## src/hw/uart_pkg.sv

```systemverilog
`default_nettype none

package uart_pkg;

	// ========================================================================
	// 8N1 framing
	// ========================================================================
	localparam int CLKS_PER_BIT = 16;                     // short bit for fast sim
	localparam int BIT_CNT_W    = $clog2(CLKS_PER_BIT);   // bit-period counter width
	localparam int HALF_BIT     = CLKS_PER_BIT / 2;       // start bit mid-point
	localparam int FRAME_BITS   = 10;                     // start + 8 data + stop

	// one character on the line
	typedef logic [7:0] byte_t;

endpackage

`default_nettype wire

```

## src/hw/matrix_pkg.sv

```systemverilog
`default_nettype none

package matrix_pkg;

	// ========================================================================
	// matrix limits and record
	// ========================================================================
	localparam int MAX_DIM    = 5;                     // rows or cols, 1..5
	localparam int MAX_ELEMS  = MAX_DIM * MAX_DIM;
	localparam int ELEM_IDX_W = $clog2(MAX_ELEMS);     // 5 bits, 0..24

	typedef logic [2:0] dim_t;
	typedef logic [7:0] elem_t;                        // value 0..9

	// row-major, element (r,c) sits at r*cols+c
	typedef struct packed {
		dim_t                  rows;
		dim_t                  cols;
		elem_t [MAX_ELEMS-1:0] elems;
	} matrix_t;                                        // 206 bits

	// ========================================================================
	// store and status LED
	// ========================================================================
	localparam int NUM_SLOTS       = 2;
	localparam int LED_HOLD_CYCLES = 4096;            // activity stretch length
	localparam int HOLD_CNT_W      = $clog2(LED_HOLD_CYCLES);

	typedef logic [$clog2(NUM_SLOTS)-1:0] slot_t;

	// ascii codes seen by parser and printer
	localparam logic [7:0] ASCII_ZERO  = 8'h30;
	localparam logic [7:0] ASCII_SPACE = 8'h20;
	localparam logic [7:0] ASCII_CR    = 8'h0d;
	localparam logic [7:0] ASCII_LF    = 8'h0a;

endpackage

`default_nettype wire

```

## src/hw/uart_rx.sv

```systemverilog
`timescale 1ns/1ps
`default_nettype none

module uart_rx
	import uart_pkg::*;
(
	input  wire   clk,
	input  wire   rst_n,
	input  wire   uart_rxd,
	output logic  rx_done,     // one-cycle strobe
	output byte_t rx_data      // valid with rx_done
);

	typedef enum logic [1:0] {RX_IDLE, RX_START, RX_DATA, RX_STOP} rx_state_t;

	logic                 rxd_meta;
	logic                 rxd_sync;
	rx_state_t            state;
	logic [BIT_CNT_W-1:0] cnt;          // clocks inside current bit
	logic [2:0]           bit_idx;      // data bit, lsb first
	logic                 bit_mid;

	// two-flop synchroniser, idles high like the line
	always_ff @(posedge clk or negedge rst_n) begin
		if (!rst_n) begin
			rxd_meta <= 1'b1;
			rxd_sync <= 1'b1;
		end else begin
			rxd_meta <= uart_rxd;
			rxd_sync <= rxd_meta;
		end
	end

	assign bit_mid = (cnt == BIT_CNT_W'(CLKS_PER_BIT - 1));   // one bit after last sample

	// ========================================================================
	// frame FSM
	// ========================================================================
	always_ff @(posedge clk or negedge rst_n) begin
		if (!rst_n) begin
			state   <= RX_IDLE;
			cnt     <= '0;
			bit_idx <= '0;
			rx_done <= 1'b0;
		end else begin
			rx_done <= 1'b0;
			cnt     <= cnt + 1'b1;
			case (state)
				RX_IDLE: begin
					cnt     <= '0;
					bit_idx <= '0;
					if (!rxd_sync)
						state <= RX_START;   // falling edge
				end
				RX_START: if (cnt == BIT_CNT_W'(HALF_BIT - 1)) begin
					cnt   <= '0;
					state <= rxd_sync ? RX_IDLE : RX_DATA;   // high again means glitch
				end
				RX_DATA: if (bit_mid) begin
					cnt     <= '0;
					bit_idx <= bit_idx + 1'b1;
					if (bit_idx == 3'd7)
						state <= RX_STOP;
				end
				RX_STOP: if (bit_mid) begin
					rx_done <= rxd_sync;     // low stop bit, frame dropped
					state   <= RX_IDLE;
				end
				default: state <= RX_IDLE;
			endcase
		end
	end

	// data shift register, lsb arrives first
	always_ff @(posedge clk) begin
		if (state == RX_DATA && bit_mid)
			rx_data <= {rxd_sync, rx_data[7:1]};
	end

endmodule

`default_nettype wire

```

## src/hw/uart_tx.sv

```systemverilog
`timescale 1ns/1ps
`default_nettype none

module uart_tx
	import uart_pkg::*;
(
	input  wire   clk,
	input  wire   rst_n,
	input  wire   tx_en,       // strobe, only taken while idle
	input  byte_t tx_data,
	output wire   uart_txd,
	output logic  tx_busy
);

	logic [BIT_CNT_W-1:0]  cnt;
	logic [3:0]            bit_idx;     // 0..9 over the frame
	logic [FRAME_BITS-1:0] frame;       // stop, data, start; shifted out from bit 0
	logic                  bit_end;

	assign bit_end = (cnt == BIT_CNT_W'(CLKS_PER_BIT - 1));

	// bit timing, busy covers the full stop bit
	always_ff @(posedge clk or negedge rst_n) begin
		if (!rst_n) begin
			tx_busy <= 1'b0;
			cnt     <= '0;
			bit_idx <= '0;
		end else if (!tx_busy) begin
			cnt     <= '0;
			bit_idx <= '0;
			if (tx_en)
				tx_busy <= 1'b1;
		end else if (bit_end) begin
			cnt     <= '0;
			bit_idx <= bit_idx + 1'b1;
			if (bit_idx == 4'(FRAME_BITS - 1))
				tx_busy <= 1'b0;     // stop bit done
		end else begin
			cnt <= cnt + 1'b1;
		end
	end

	// frame shift register
	always_ff @(posedge clk) begin
		if (!tx_busy && tx_en)
			frame <= {1'b1, tx_data, 1'b0};
		else if (tx_busy && bit_end)
			frame <= {1'b1, frame[FRAME_BITS-1:1]};
	end

	assign uart_txd = tx_busy ? frame[0] : 1'b1;   // line idles high

endmodule

`default_nettype wire

```

## src/hw/matrix_parser.sv

```systemverilog
`timescale 1ns/1ps
`default_nettype none

module matrix_parser
	import uart_pkg::*;
	import matrix_pkg::*;
(
	input  wire     clk,
	input  wire     rst_n,
	input  wire     input_en,      // level, low resets the parse
	input  wire     rx_done,
	input  byte_t   rx_data,
	output logic    parse_done,    // strobe with the complete record
	output matrix_t parsed,
	output logic    parse_error    // held until next good matrix
);

	typedef enum logic [1:0] {P_ROWS, P_COLS, P_ELEMS} parse_state_t;

	parse_state_t          state;
	logic [ELEM_IDX_W-1:0] elem_idx;
	logic [ELEM_IDX_W-1:0] n_elems;    // rows * cols, at most 25
	byte_t                 digit;
	logic                  is_digit;
	logic                  is_blank;
	logic                  dim_ok;
	logic                  take;

	// character classes
	assign digit    = rx_data - ASCII_ZERO;
	assign is_digit = (rx_data >= ASCII_ZERO) && (rx_data <= ASCII_ZERO + 8'd9);
	assign is_blank = (rx_data == ASCII_SPACE) || (rx_data == ASCII_CR) ||
	                  (rx_data == ASCII_LF);
	assign dim_ok   = (digit >= 8'd1) && (digit <= 8'(MAX_DIM));
	assign n_elems  = parsed.rows * parsed.cols;
	assign take     = input_en && rx_done && is_digit;

	// ========================================================================
	// parse FSM
	// ========================================================================
	always_ff @(posedge clk or negedge rst_n) begin
		if (!rst_n) begin
			state       <= P_ROWS;
			elem_idx    <= '0;
			parse_done  <= 1'b0;
			parse_error <= 1'b0;
		end else begin
			parse_done <= 1'b0;
			if (!input_en) begin
				state <= P_ROWS;               // bytes ignored
			end else if (rx_done && !is_blank) begin
				if (!is_digit) begin
					parse_error <= 1'b1;
					state       <= P_ROWS;
				end else begin
					case (state)
						P_ROWS: begin
							if (dim_ok)
								state <= P_COLS;
							else
								parse_error <= 1'b1;   // 0 or > MAX_DIM
						end
						P_COLS: begin
							elem_idx <= '0;
							if (dim_ok) begin
								state <= P_ELEMS;
							end else begin
								parse_error <= 1'b1;
								state       <= P_ROWS;
							end
						end
						P_ELEMS: begin
							if (elem_idx == n_elems - 1'b1) begin
								parse_done  <= 1'b1;   // last element in
								parse_error <= 1'b0;
								state       <= P_ROWS;
							end else begin
								elem_idx <= elem_idx + 1'b1;
							end
						end
						default: state <= P_ROWS;
					endcase
				end
			end
		end
	end

	// record payload, elements cleared when a new matrix starts
	always_ff @(posedge clk) begin
		if (take) begin
			case (state)
				P_ROWS: parsed.rows <= dim_t'(digit);
				P_COLS: begin
					parsed.cols  <= dim_t'(digit);
					parsed.elems <= '0;
				end
				P_ELEMS: parsed.elems[elem_idx] <= elem_t'(digit);
				default: parsed.rows <= parsed.rows;
			endcase
		end
	end

endmodule

`default_nettype wire

```

## src/hw/matrix_store.sv

```systemverilog
`timescale 1ns/1ps
`default_nettype none

module matrix_store
	import matrix_pkg::*;
(
	input  wire        clk,
	input  wire        rst_n,
	input  wire        parse_done,    // write strobe
	input  matrix_t    parsed,
	input  slot_t      print_slot,    // read address, latched by the printer
	input  wire        print_busy,
	output logic       print_req,     // strobe, only while printer idle
	output slot_t      req_slot,      // slot that goes with print_req
	output matrix_t    print_mat,
	output logic [1:0] slot_count,    // saturates at NUM_SLOTS
	output logic       activity       // stretched write indicator
);

	matrix_t               slots [NUM_SLOTS];
	slot_t                 wr_ptr;
	slot_t                 pend_slot;     // newest unprinted write
	logic                  pending;
	logic                  issue;
	logic [HOLD_CNT_W-1:0] hold_cnt;

	// ========================================================================
	// ring storage
	// ========================================================================
	always_ff @(posedge clk) begin
		if (parse_done)
			slots[wr_ptr] <= parsed;
	end

	assign print_mat = slots[print_slot];   // combinational read
	assign issue     = pending && !print_busy && !print_req;

	// write pointer, slot count, single pending request
	always_ff @(posedge clk or negedge rst_n) begin
		if (!rst_n) begin
			wr_ptr     <= '0;
			pend_slot  <= '0;
			pending    <= 1'b0;
			print_req  <= 1'b0;
			req_slot   <= '0;
			slot_count <= '0;
		end else begin
			print_req <= issue;
			if (issue)
				req_slot <= pend_slot;
			if (parse_done) begin
				wr_ptr    <= (wr_ptr == slot_t'(NUM_SLOTS - 1)) ? '0 : wr_ptr + 1'b1;
				pend_slot <= wr_ptr;            // newer write replaces the old one
				pending   <= 1'b1;
				if (slot_count != 2'(NUM_SLOTS))
					slot_count <= slot_count + 1'b1;
			end else if (issue) begin
				pending <= 1'b0;
			end
		end
	end

	// ========================================================================
	// activity LED stretch
	// ========================================================================
	always_ff @(posedge clk or negedge rst_n) begin
		if (!rst_n) begin
			activity <= 1'b0;
			hold_cnt <= '0;
		end else if (parse_done) begin
			activity <= 1'b1;
			hold_cnt <= HOLD_CNT_W'(LED_HOLD_CYCLES - 1);   // restart on each write
		end else if (hold_cnt != '0) begin
			hold_cnt <= hold_cnt - 1'b1;
		end else begin
			activity <= 1'b0;
		end
	end

endmodule

`default_nettype wire

```

## src/hw/matrix_printer.sv

```systemverilog
`timescale 1ns/1ps
`default_nettype none

module matrix_printer
	import uart_pkg::*;
	import matrix_pkg::*;
(
	input  wire     clk,
	input  wire     rst_n,
	input  wire     print_req,
	input  slot_t   print_slot_in,
	input  matrix_t print_mat,       // record at print_slot
	input  wire     tx_busy,
	output slot_t   print_slot,      // latched read address
	output logic    print_busy,
	output logic    tx_en,
	output byte_t   tx_data
);

	typedef enum logic [2:0] {PR_IDLE, PR_DIGIT, PR_SPACE, PR_CR, PR_LF} pr_state_t;

	pr_state_t             state;
	dim_t                  row;
	dim_t                  col;
	logic [ELEM_IDX_W-1:0] elem_idx;    // row-major walk
	logic                  can_send;
	logic                  send;
	byte_t                 next_char;

	// no send right after a tx_en, busy not up yet
	assign can_send   = !tx_busy && !tx_en;
	assign print_busy = (state != PR_IDLE);
	assign send       = print_busy && can_send;

	always_comb begin
		case (state)
			PR_DIGIT: next_char = ASCII_ZERO + print_mat.elems[elem_idx];
			PR_SPACE: next_char = ASCII_SPACE;
			PR_CR:    next_char = ASCII_CR;
			default:  next_char = ASCII_LF;
		endcase
	end

	// ========================================================================
	// text FSM, digits split by spaces, CR LF per row
	// ========================================================================
	always_ff @(posedge clk or negedge rst_n) begin
		if (!rst_n) begin
			state      <= PR_IDLE;
			row        <= '0;
			col        <= '0;
			elem_idx   <= '0;
			print_slot <= '0;
			tx_en      <= 1'b0;
		end else begin
			tx_en <= send;
			case (state)
				PR_IDLE: if (print_req) begin
					print_slot <= print_slot_in;
					row        <= '0;
					col        <= '0;
					elem_idx   <= '0;
					state      <= PR_DIGIT;
				end
				PR_DIGIT: if (send) begin
					elem_idx <= elem_idx + 1'b1;
					if (col == print_mat.cols - 1'b1) begin
						state <= PR_CR;          // end of row
					end else begin
						col   <= col + 1'b1;
						state <= PR_SPACE;
					end
				end
				PR_SPACE: if (send)
					state <= PR_DIGIT;
				PR_CR: if (send)
					state <= PR_LF;
				PR_LF: if (send) begin
					col   <= '0;
					row   <= row + 1'b1;
					state <= (row == print_mat.rows - 1'b1) ? PR_IDLE : PR_DIGIT;
				end
				default: state <= PR_IDLE;
			endcase
		end
	end

	// character register, loaded with each send
	always_ff @(posedge clk) begin
		if (send)
			tx_data <= next_char;
	end

endmodule

`default_nettype wire

```

## src/hw/matrix_entry_top.sv

```systemverilog
`timescale 1ns/1ps
`default_nettype none

module matrix_entry_top (
	input  wire       clk,
	input  wire       rst_n,
	input  wire       uart_rxd,
	input  wire       input_en,    // level, enables matrix entry
	output wire       uart_txd,
	output wire [7:0] led
);

	// rx to parser
	logic                rx_done;
	uart_pkg::byte_t     rx_data;
	// parser to store
	logic                parse_done;
	logic                parse_error;
	matrix_pkg::matrix_t parsed;
	// store and printer
	logic                print_req;
	matrix_pkg::slot_t   req_slot;
	matrix_pkg::slot_t   print_slot;
	matrix_pkg::matrix_t print_mat;
	logic                print_busy;
	logic [1:0]          slot_count;
	logic                activity;
	// printer to tx
	logic                tx_en;
	uart_pkg::byte_t     tx_data;
	logic                tx_busy;

	uart_rx u_uart_rx (
		.clk(clk), .rst_n(rst_n), .uart_rxd(uart_rxd),
		.rx_done(rx_done), .rx_data(rx_data)
	);

	matrix_parser u_parser (
		.clk(clk), .rst_n(rst_n), .input_en(input_en),
		.rx_done(rx_done), .rx_data(rx_data),
		.parse_done(parse_done), .parsed(parsed), .parse_error(parse_error)
	);

	matrix_store u_store (
		.clk(clk), .rst_n(rst_n), .parse_done(parse_done), .parsed(parsed),
		.print_slot(print_slot), .print_busy(print_busy),
		.print_req(print_req), .req_slot(req_slot), .print_mat(print_mat),
		.slot_count(slot_count), .activity(activity)
	);

	matrix_printer u_printer (
		.clk(clk), .rst_n(rst_n), .print_req(print_req), .print_slot_in(req_slot),
		.print_mat(print_mat), .tx_busy(tx_busy), .print_slot(print_slot),
		.print_busy(print_busy), .tx_en(tx_en), .tx_data(tx_data)
	);

	uart_tx u_uart_tx (
		.clk(clk), .rst_n(rst_n), .tx_en(tx_en), .tx_data(tx_data),
		.uart_txd(uart_txd), .tx_busy(tx_busy)
	);

	// activity in bit 0, count in 2..1, error in bit 3
	assign led = {4'b0000, parse_error, slot_count, activity};

endmodule

`default_nettype wire

```

## config.mk

```make
export PLATFORM = sky130hd
export DESIGN_NAME = matrix_entry_top
export DESIGN_NICKNAME = d
export VERILOG_FILES = /design/src/hw/uart_pkg.sv /design/src/hw/matrix_pkg.sv /design/src/hw/uart_rx.sv /design/src/hw/uart_tx.sv /design/src/hw/matrix_parser.sv /design/src/hw/matrix_store.sv /design/src/hw/matrix_printer.sv /design/src/hw/matrix_entry_top.sv
export SDC_FILE = /design/constraint.sdc
export NUM_CORES = 1
export LEC_CHECK = 0
export ABC_AREA = 1
export BUFFER_PORTS_ARGS = -buffer_cell sky130_fd_sc_hd__buf_2
export CAP_MARGIN = 20
export CORE_AREA = 2 2 249 251
export DETAILED_ROUTE_END_ITERATION = 10
export DIE_AREA = 0 0 251 253
export PLACE_DENSITY_LB_ADDON = 0.05
export SLEW_MARGIN = 20
export SYNTH_ARGS = -nofsm -noshare
export SYNTH_HDL_FRONTEND = slang
export SYNTH_SLANG_ARGS = --single-unit
```

## constraint.sdc

```tcl
create_clock -name clk -period 12.9 [get_ports clk]
set_input_delay 2.58 -clock clk [delete_from_list [all_inputs] [get_ports clk]]
set_output_delay 2.58 -clock clk [all_outputs]
set_load 0.005 [all_outputs]
```

== Yosys cells after proc, flatten, opt, wreduce, memory -nomap -nowiden ==
Memories as Yosys holds them, arrays and structs flattened.
Cells that the tools add are included.

* Add/sub/neg operators: 16
* $mul: 1
* Divide/modulo/power cells: 0
* Order comparisons: 7
* Equal/unequal tests: 41
* Shifts and indexed selects: 0
* Multiplexer cells: 77
* Bitwise operators: 0
* Reduce and logical (&&, ||, !) cells: 48

{| class="wikitable"
|+ Operators by type and width
! kind !! count
|-
| 200-bit one-hot mux with 2 select lines || 1
|-
| 200-bit bitwise mux || 1
|-
| 8-bit binary-select mux with 5-bit select || 1
|-
| 8-bit demux with 5-bit select || 1
|-
| 3-bit 2-to-1 mux || 11
|-
| 5-bit AND reduction || 5
|-
| 1-bit 2-to-1 mux || 24
|-
| 12-bit 2-to-1 mux || 2
|-
| 2-bit 2-to-1 mux || 12
|-
| 4-bit 2-to-1 mux || 6
|-
| 8-bit one-hot mux with 3 select lines || 1
|-
| 5-bit one-hot mux with 2 select lines || 2
|-
| 9-bit 2-to-1 mux || 2
|-
| 2-bit by 1-bit inequality test with 1-bit output, second input constant || 9
|-
| 8-bit by 4-bit == test with 1-bit output, second input constant || 2
|-
| 8-bit 2-to-1 mux || 2
|-
| 5-bit 2-to-1 mux || 3
|-
| 3-bit one-hot mux with 5 select lines || 1
|-
| 2-bit inequality test, second input constant || 7
|-
| 2-bit nonzero test || 7
|-
| 1-bit logical AND || 13
|-
| 4-bit by 1-bit adder with 4-bit output, second input constant || 3
|-
| 4-bit == test, second input constant || 3
|-
| 5-bit by 6-bit < comparator with 1-bit output, second input constant || 2
|-
| other kinds (41) || 69
|}

* Bits in registers: 297
* Latch bits: 0
* RAM bits: 412
* Memory bits (read-only): 0
* Bits of input ports: 4
* Logic and storage cells: 249
* Memories: 1

{| class="wikitable"
|+ Memory list
! name !! depth !! width !! rd ports !! clocked after Yosys merged registers in !! write ports !! line !! source
|-
| u_store.slots || 2 || 206 || 1 || 0 || 1 || matrix_store.sv:20 || <nowiki>matrix_t slots [NUM_SLOTS];</nowiki>
|}

== Logic depth before layout (Yosys ltp) ==
* Depth in word-level cells: 8
* Gate-level depth with buffers: 17
* Depth with buffers taken out: 16

== Modules after synthesis ==
From an unflattened synthesis, not the netlist that was laid out.

* Cell total of the unflattened synthesis: 2505
* Area total of the unflattened synthesis: 32000.7 um^2

{| class="wikitable"
|+ By module, submodules not included
! module !! instances !! cells each !! area each (um^2)
|-
| matrix_store || 1 || 781 || 16484.6
|-
| matrix_parser || 1 || 953 || 10422.5
|-
| matrix_printer || 1 || 608 || 3420.8
|-
| uart_tx || 1 || 85 || 828.3
|-
| uart_rx || 1 || 71 || 795.8
|-
| matrix_entry_top || 1 || 7 || 48.8
|}

== Worst setup path after synthesis ==
OpenSTA, ideal clock, no wires.

* Path kind: input -> register
* From: input port input_en
* To: register, netlist name u_parser.parsed[0]
* Setup time: 0.764 ns
* Arrival time: 11.200 ns
* Required time: 12.136 ns
* Slack: 0.936 ns
* Stages on the path: 4
* Buffers on the path: 0
* Cell sequence: inv_1 -> nor2_1 -> nand2_1 -> nor2_1

* Cells in the longest elaborated chain, start to end: 3

{| class="wikitable"
|+ Ends and longest elaborated chain
! element !! line !! source
|-
| from (decl) || matrix_entry_top.sv:8 || <nowiki>input wire input_en,</nowiki>
|-
| 1-bit logical AND (2 in series) || matrix_parser.sv:36 || <nowiki>assign take = input_en && rx_done && is_digit;</nowiki>
|-
| 2-bit AND reduction (no line) || - ||
|}

No other way between the ends.
A chain may end at the register's enable or synchronous reset.

== Worst setup path after layout ==
* From: input port input_en
* To: register, netlist name u_parser.parsed[135]

* Cells in the longest elaborated chain, start to end: 3

{| class="wikitable"
|+ Ends and longest elaborated chain
! element !! line
|-
| 1-bit logical AND (2 in series) || matrix_parser.sv:36
|-
| 2-bit AND reduction (no line) || -
|}

No other way between the ends.

==> results.sh <==
export IMPL_status="finished, final reports clean"
export IMPL_fin_worst_skew_ns=0.0167
export IMPL_synth_common_cells="edfxtp_1, nor2_1, o21ai_0, nand2_1, a21oi_1"
export IMPL_crit_path_start="input_en"
export IMPL_rows=91
export IMPL_hp_start="u_uart_rx.rxd_meta"
export IMPL_diodes=0
export IMPL_finalSetupViolCount=0
export IMPL_cts_htree_levels=3
export IMPL_fin_crit_sh=0.351
export IMPL_ant_nets=0
export IMPL_dp_hpwl_um=38900
export IMPL_clk_latency_ns=0.61
export IMPL_fin_cells=3446
export IMPL_relSlewSlack=0.281
export IMPL_synth_edf_count=642
export IMPL_cts_tree="done"
export IMPL_synth_cell_types=52
export IMPL_grtUsageTotal=0.235
export IMPL_cts_clk_slew_worst_paths_ns=0.06
export IMPL_numCtsBuffers=76
export IMPL_nets=2644
export IMPL_wire_per_inst_um=21.4
export IMPL_via_count=19418
export IMPL_die_w_um=251
export IMPL_cp_arrival_ns=4.75
export IMPL_vias_per_cell=5.63
export IMPL_use_met3=0.0339
export IMPL_whs_path_depth=0
export IMPL_use_met2=0.395
export IMPL_core_sq_um=61000
export IMPL_cts_setup_buffers=0
export IMPL_yosysMostFrequentCell="edfxtp_1"
export IMPL_period_needed_ns=4.53
export IMPL_hold_class="flip-flop to flip-flop"
export IMPL_cp_end_kind="flip-flop"
export IMPL_drt_iter0_drc=1818
export IMPL_start_util=0.495
export IMPL_busiest_layer="met2"
export IMPL_powerDensity_nw_per_um2=139
export IMPL_setup_tns_ns=0
export IMPL_synth_seq_cells=709
export IMPL_start_kind="primary input"
export IMPL_drv_slew=0
export IMPL_synth_area_leader_cell="edfxtp_1"
export IMPL_required_ns=13.12
export IMPL_syn_area_sq_um=30200
export IMPL_worstSetupPathType="primary input to flip-flop"
export IMPL_synth_top_area_frac=0.638
export IMPL_clk_root_buffer_cell="clkbuf_16"
export IMPL_fmax_ghz=0.221
export IMPL_pin_count=13
export IMPL_routed_wl_um=73600
export IMPL_grt_max_degree=172
export IMPL_drv_cap=0
export IMPL_p_leak_uw=0.0117
export IMPL_grt_pass1_vias=18998
export IMPL_syn_avg_cell_area_sq_um=11.4
export IMPL_hold_buffers=0
export IMPL_rsz0062_at_grt="false"
export IMPL_worst_r2r_cell_count=8
export IMPL_yosysWarnings=0
export IMPL_yosysSeqAreaShare=0.693
export IMPL_cts_sinks=709
export IMPL_synthToLayoutAreaGrowth_pct=9.66
export IMPL_yosys_most_used_dff="edfxtp_1"
export IMPL_synth_async_sr_flop_share=0.0931
export IMPL_hold_viol=0
export IMPL_die_height_um=253
export IMPL_clock_path_buffers=3
export IMPL_fill_cells=5302
export IMPL_drc=0
export IMPL_cp_max_fo=143
export IMPL_ir_worst_vdd_mv=0.110
export IMPL_numPortBuffers=8
export IMPL_met1_usage=0.312
export IMPL_dieArea_sq_um=63500
export IMPL_dp_cells=3312
export IMPL_grt_ovfl_total=0
export IMPL_worst_slew_pin_slew_ns=1.07
export IMPL_synthCells=2640
export IMPL_synthTopCellsByArea="edfxtp_1, o21ai_0, dfrtp_1, nor2_1, nand2_1"
export IMPL_antenna_found_initial=1
export IMPL_place_gp_congestion=0.823
export IMPL_final_layout_size_suffix_gt1_frac=0.0678
export IMPL_dr_pass1_iters=5
export IMPL_cts_resized_gates=0
export IMPL_grt_first_pass_wirelength_um=113000
export IMPL_timing_rr_start="u_uart_rx.rx_data[4]"
where the power goes:
part           internal [uW]  total (uW)  switching (uW)
registers               2480        2480            6.84
logic                   14.1        41.8            27.7
clock network           1190        2070             872
total                   3690        4590             906
per-layer routing:
layer	share of wire	vias up
met2	0.49	553
met5	0.00067	-
li1	-	9217
met1	0.43	9513
met4	0.030	6
met3	0.058	129
cells by family (layout without fill, tap and decap cells):
logic type,count (synthesis),in the layout,synth area share
simple gates,851,851,0.113
flops,709,709,0.693
compound gates,681,681,0.121
buf+inv,335,348,0.0484
fa+ha+maj,36,36,0.0154
xor+xnor,22,22,0.00638
mux,5,5,0.00166
other cells,1,4,0.000124
stage by stage:
stage | total power (uW) | hold WS [ns] | utilization | worst slack [ns] | cell area, sq um
detailed placement | 2570 | 0.349 | 0.504 | 7.78 | 30800
finish | 4590 | 0.351 | 0.543 | 8.37 | 33100
global placement | 2570 | 0.347 | 0.504 | 7.74 | 30800
global route | 4720 | 0.358 | 0.543 | 8.19 | 33100
floorplan | 2560 | 0.345 | - | 0.936 | 30200
CTS | 4630 | 0.351 | 0.542 | 8.41 | 33100
cells in the final DEF, fill, tap and decap left out, types with 15 or more instances in the layout:
cell       Yosys  routed
a21oi_1      182     182
buf_4         21      31
clkbuf_1      88      17
clkbuf_16      0      79
clkinv_1       4      19
dfrtp_1       64      62
edfxtp_1     642     642
ha_1          34      33
inv_1        167     165
nand2_1      315     315
nand3_1       97      97
nor2_1       401     393
o211ai_1      39      39
o21ai_0      371     371
o21ai_1       18      18
o22ai_1       35      35
xor2_1        15      15
flip-flops by register name (all words and copies together), names as in the netlist, 3 cells and up, named ones only:
signal              flops
u_uart_tx.frame         9
u_uart_tx.bit_idx       4
u_printer.col           3
u_parser.parsed       206
u_printer.row           3
u_parser.elem_idx       5
u_printer.elem_idx      5
u_printer.tx_data       8
u_uart_tx.cnt           4
u_printer.state         3
u_uart_rx.bit_idx       3
u_uart_rx.cnt           4
u_uart_rx.rx_data       8
u_store.hold_cnt       12
u_store.slots         412
final timing paths:
| kind | to | slack (ns) |
|---|---|---|
| min | u_uart_rx.rxd_sync | 0.35 |
| min reg2reg | u_uart_rx.rxd_sync | 0.35 |
| max | u_parser.parsed[135] | 8.37 |
| max reg2reg | u_parser.parsed[135] | 9.13 |
| max in group asynchronous | u_printer.elem_idx[0] | 10.13 |
| min in group asynchronous | u_store.hold_cnt[11] | 2.09 |
area by class of cell:
cell class                      instances  area, sq um  share of cell area
Clock buffer                           96         2040              0.0616
Sequential cell                       709        21000               0.633
Inverter                              176          673              0.0203
Timing Repair Buffer                   42          348              0.0105
Tap cell                              790          988              0.0298
Multi-Input combinational cell       1599         7860               0.237
Clock inverter                         34          269             0.00812
worst max-delay path: stages:
cell	delay, ns
buf_2	0.11
inv_1	0.05
nor2_1	0.17
nand2_1	0.19
nor2_4	0.11
buf_4	0.63
buf_12	0.70
No activity file was read; power rests on OpenSTA's default activity.
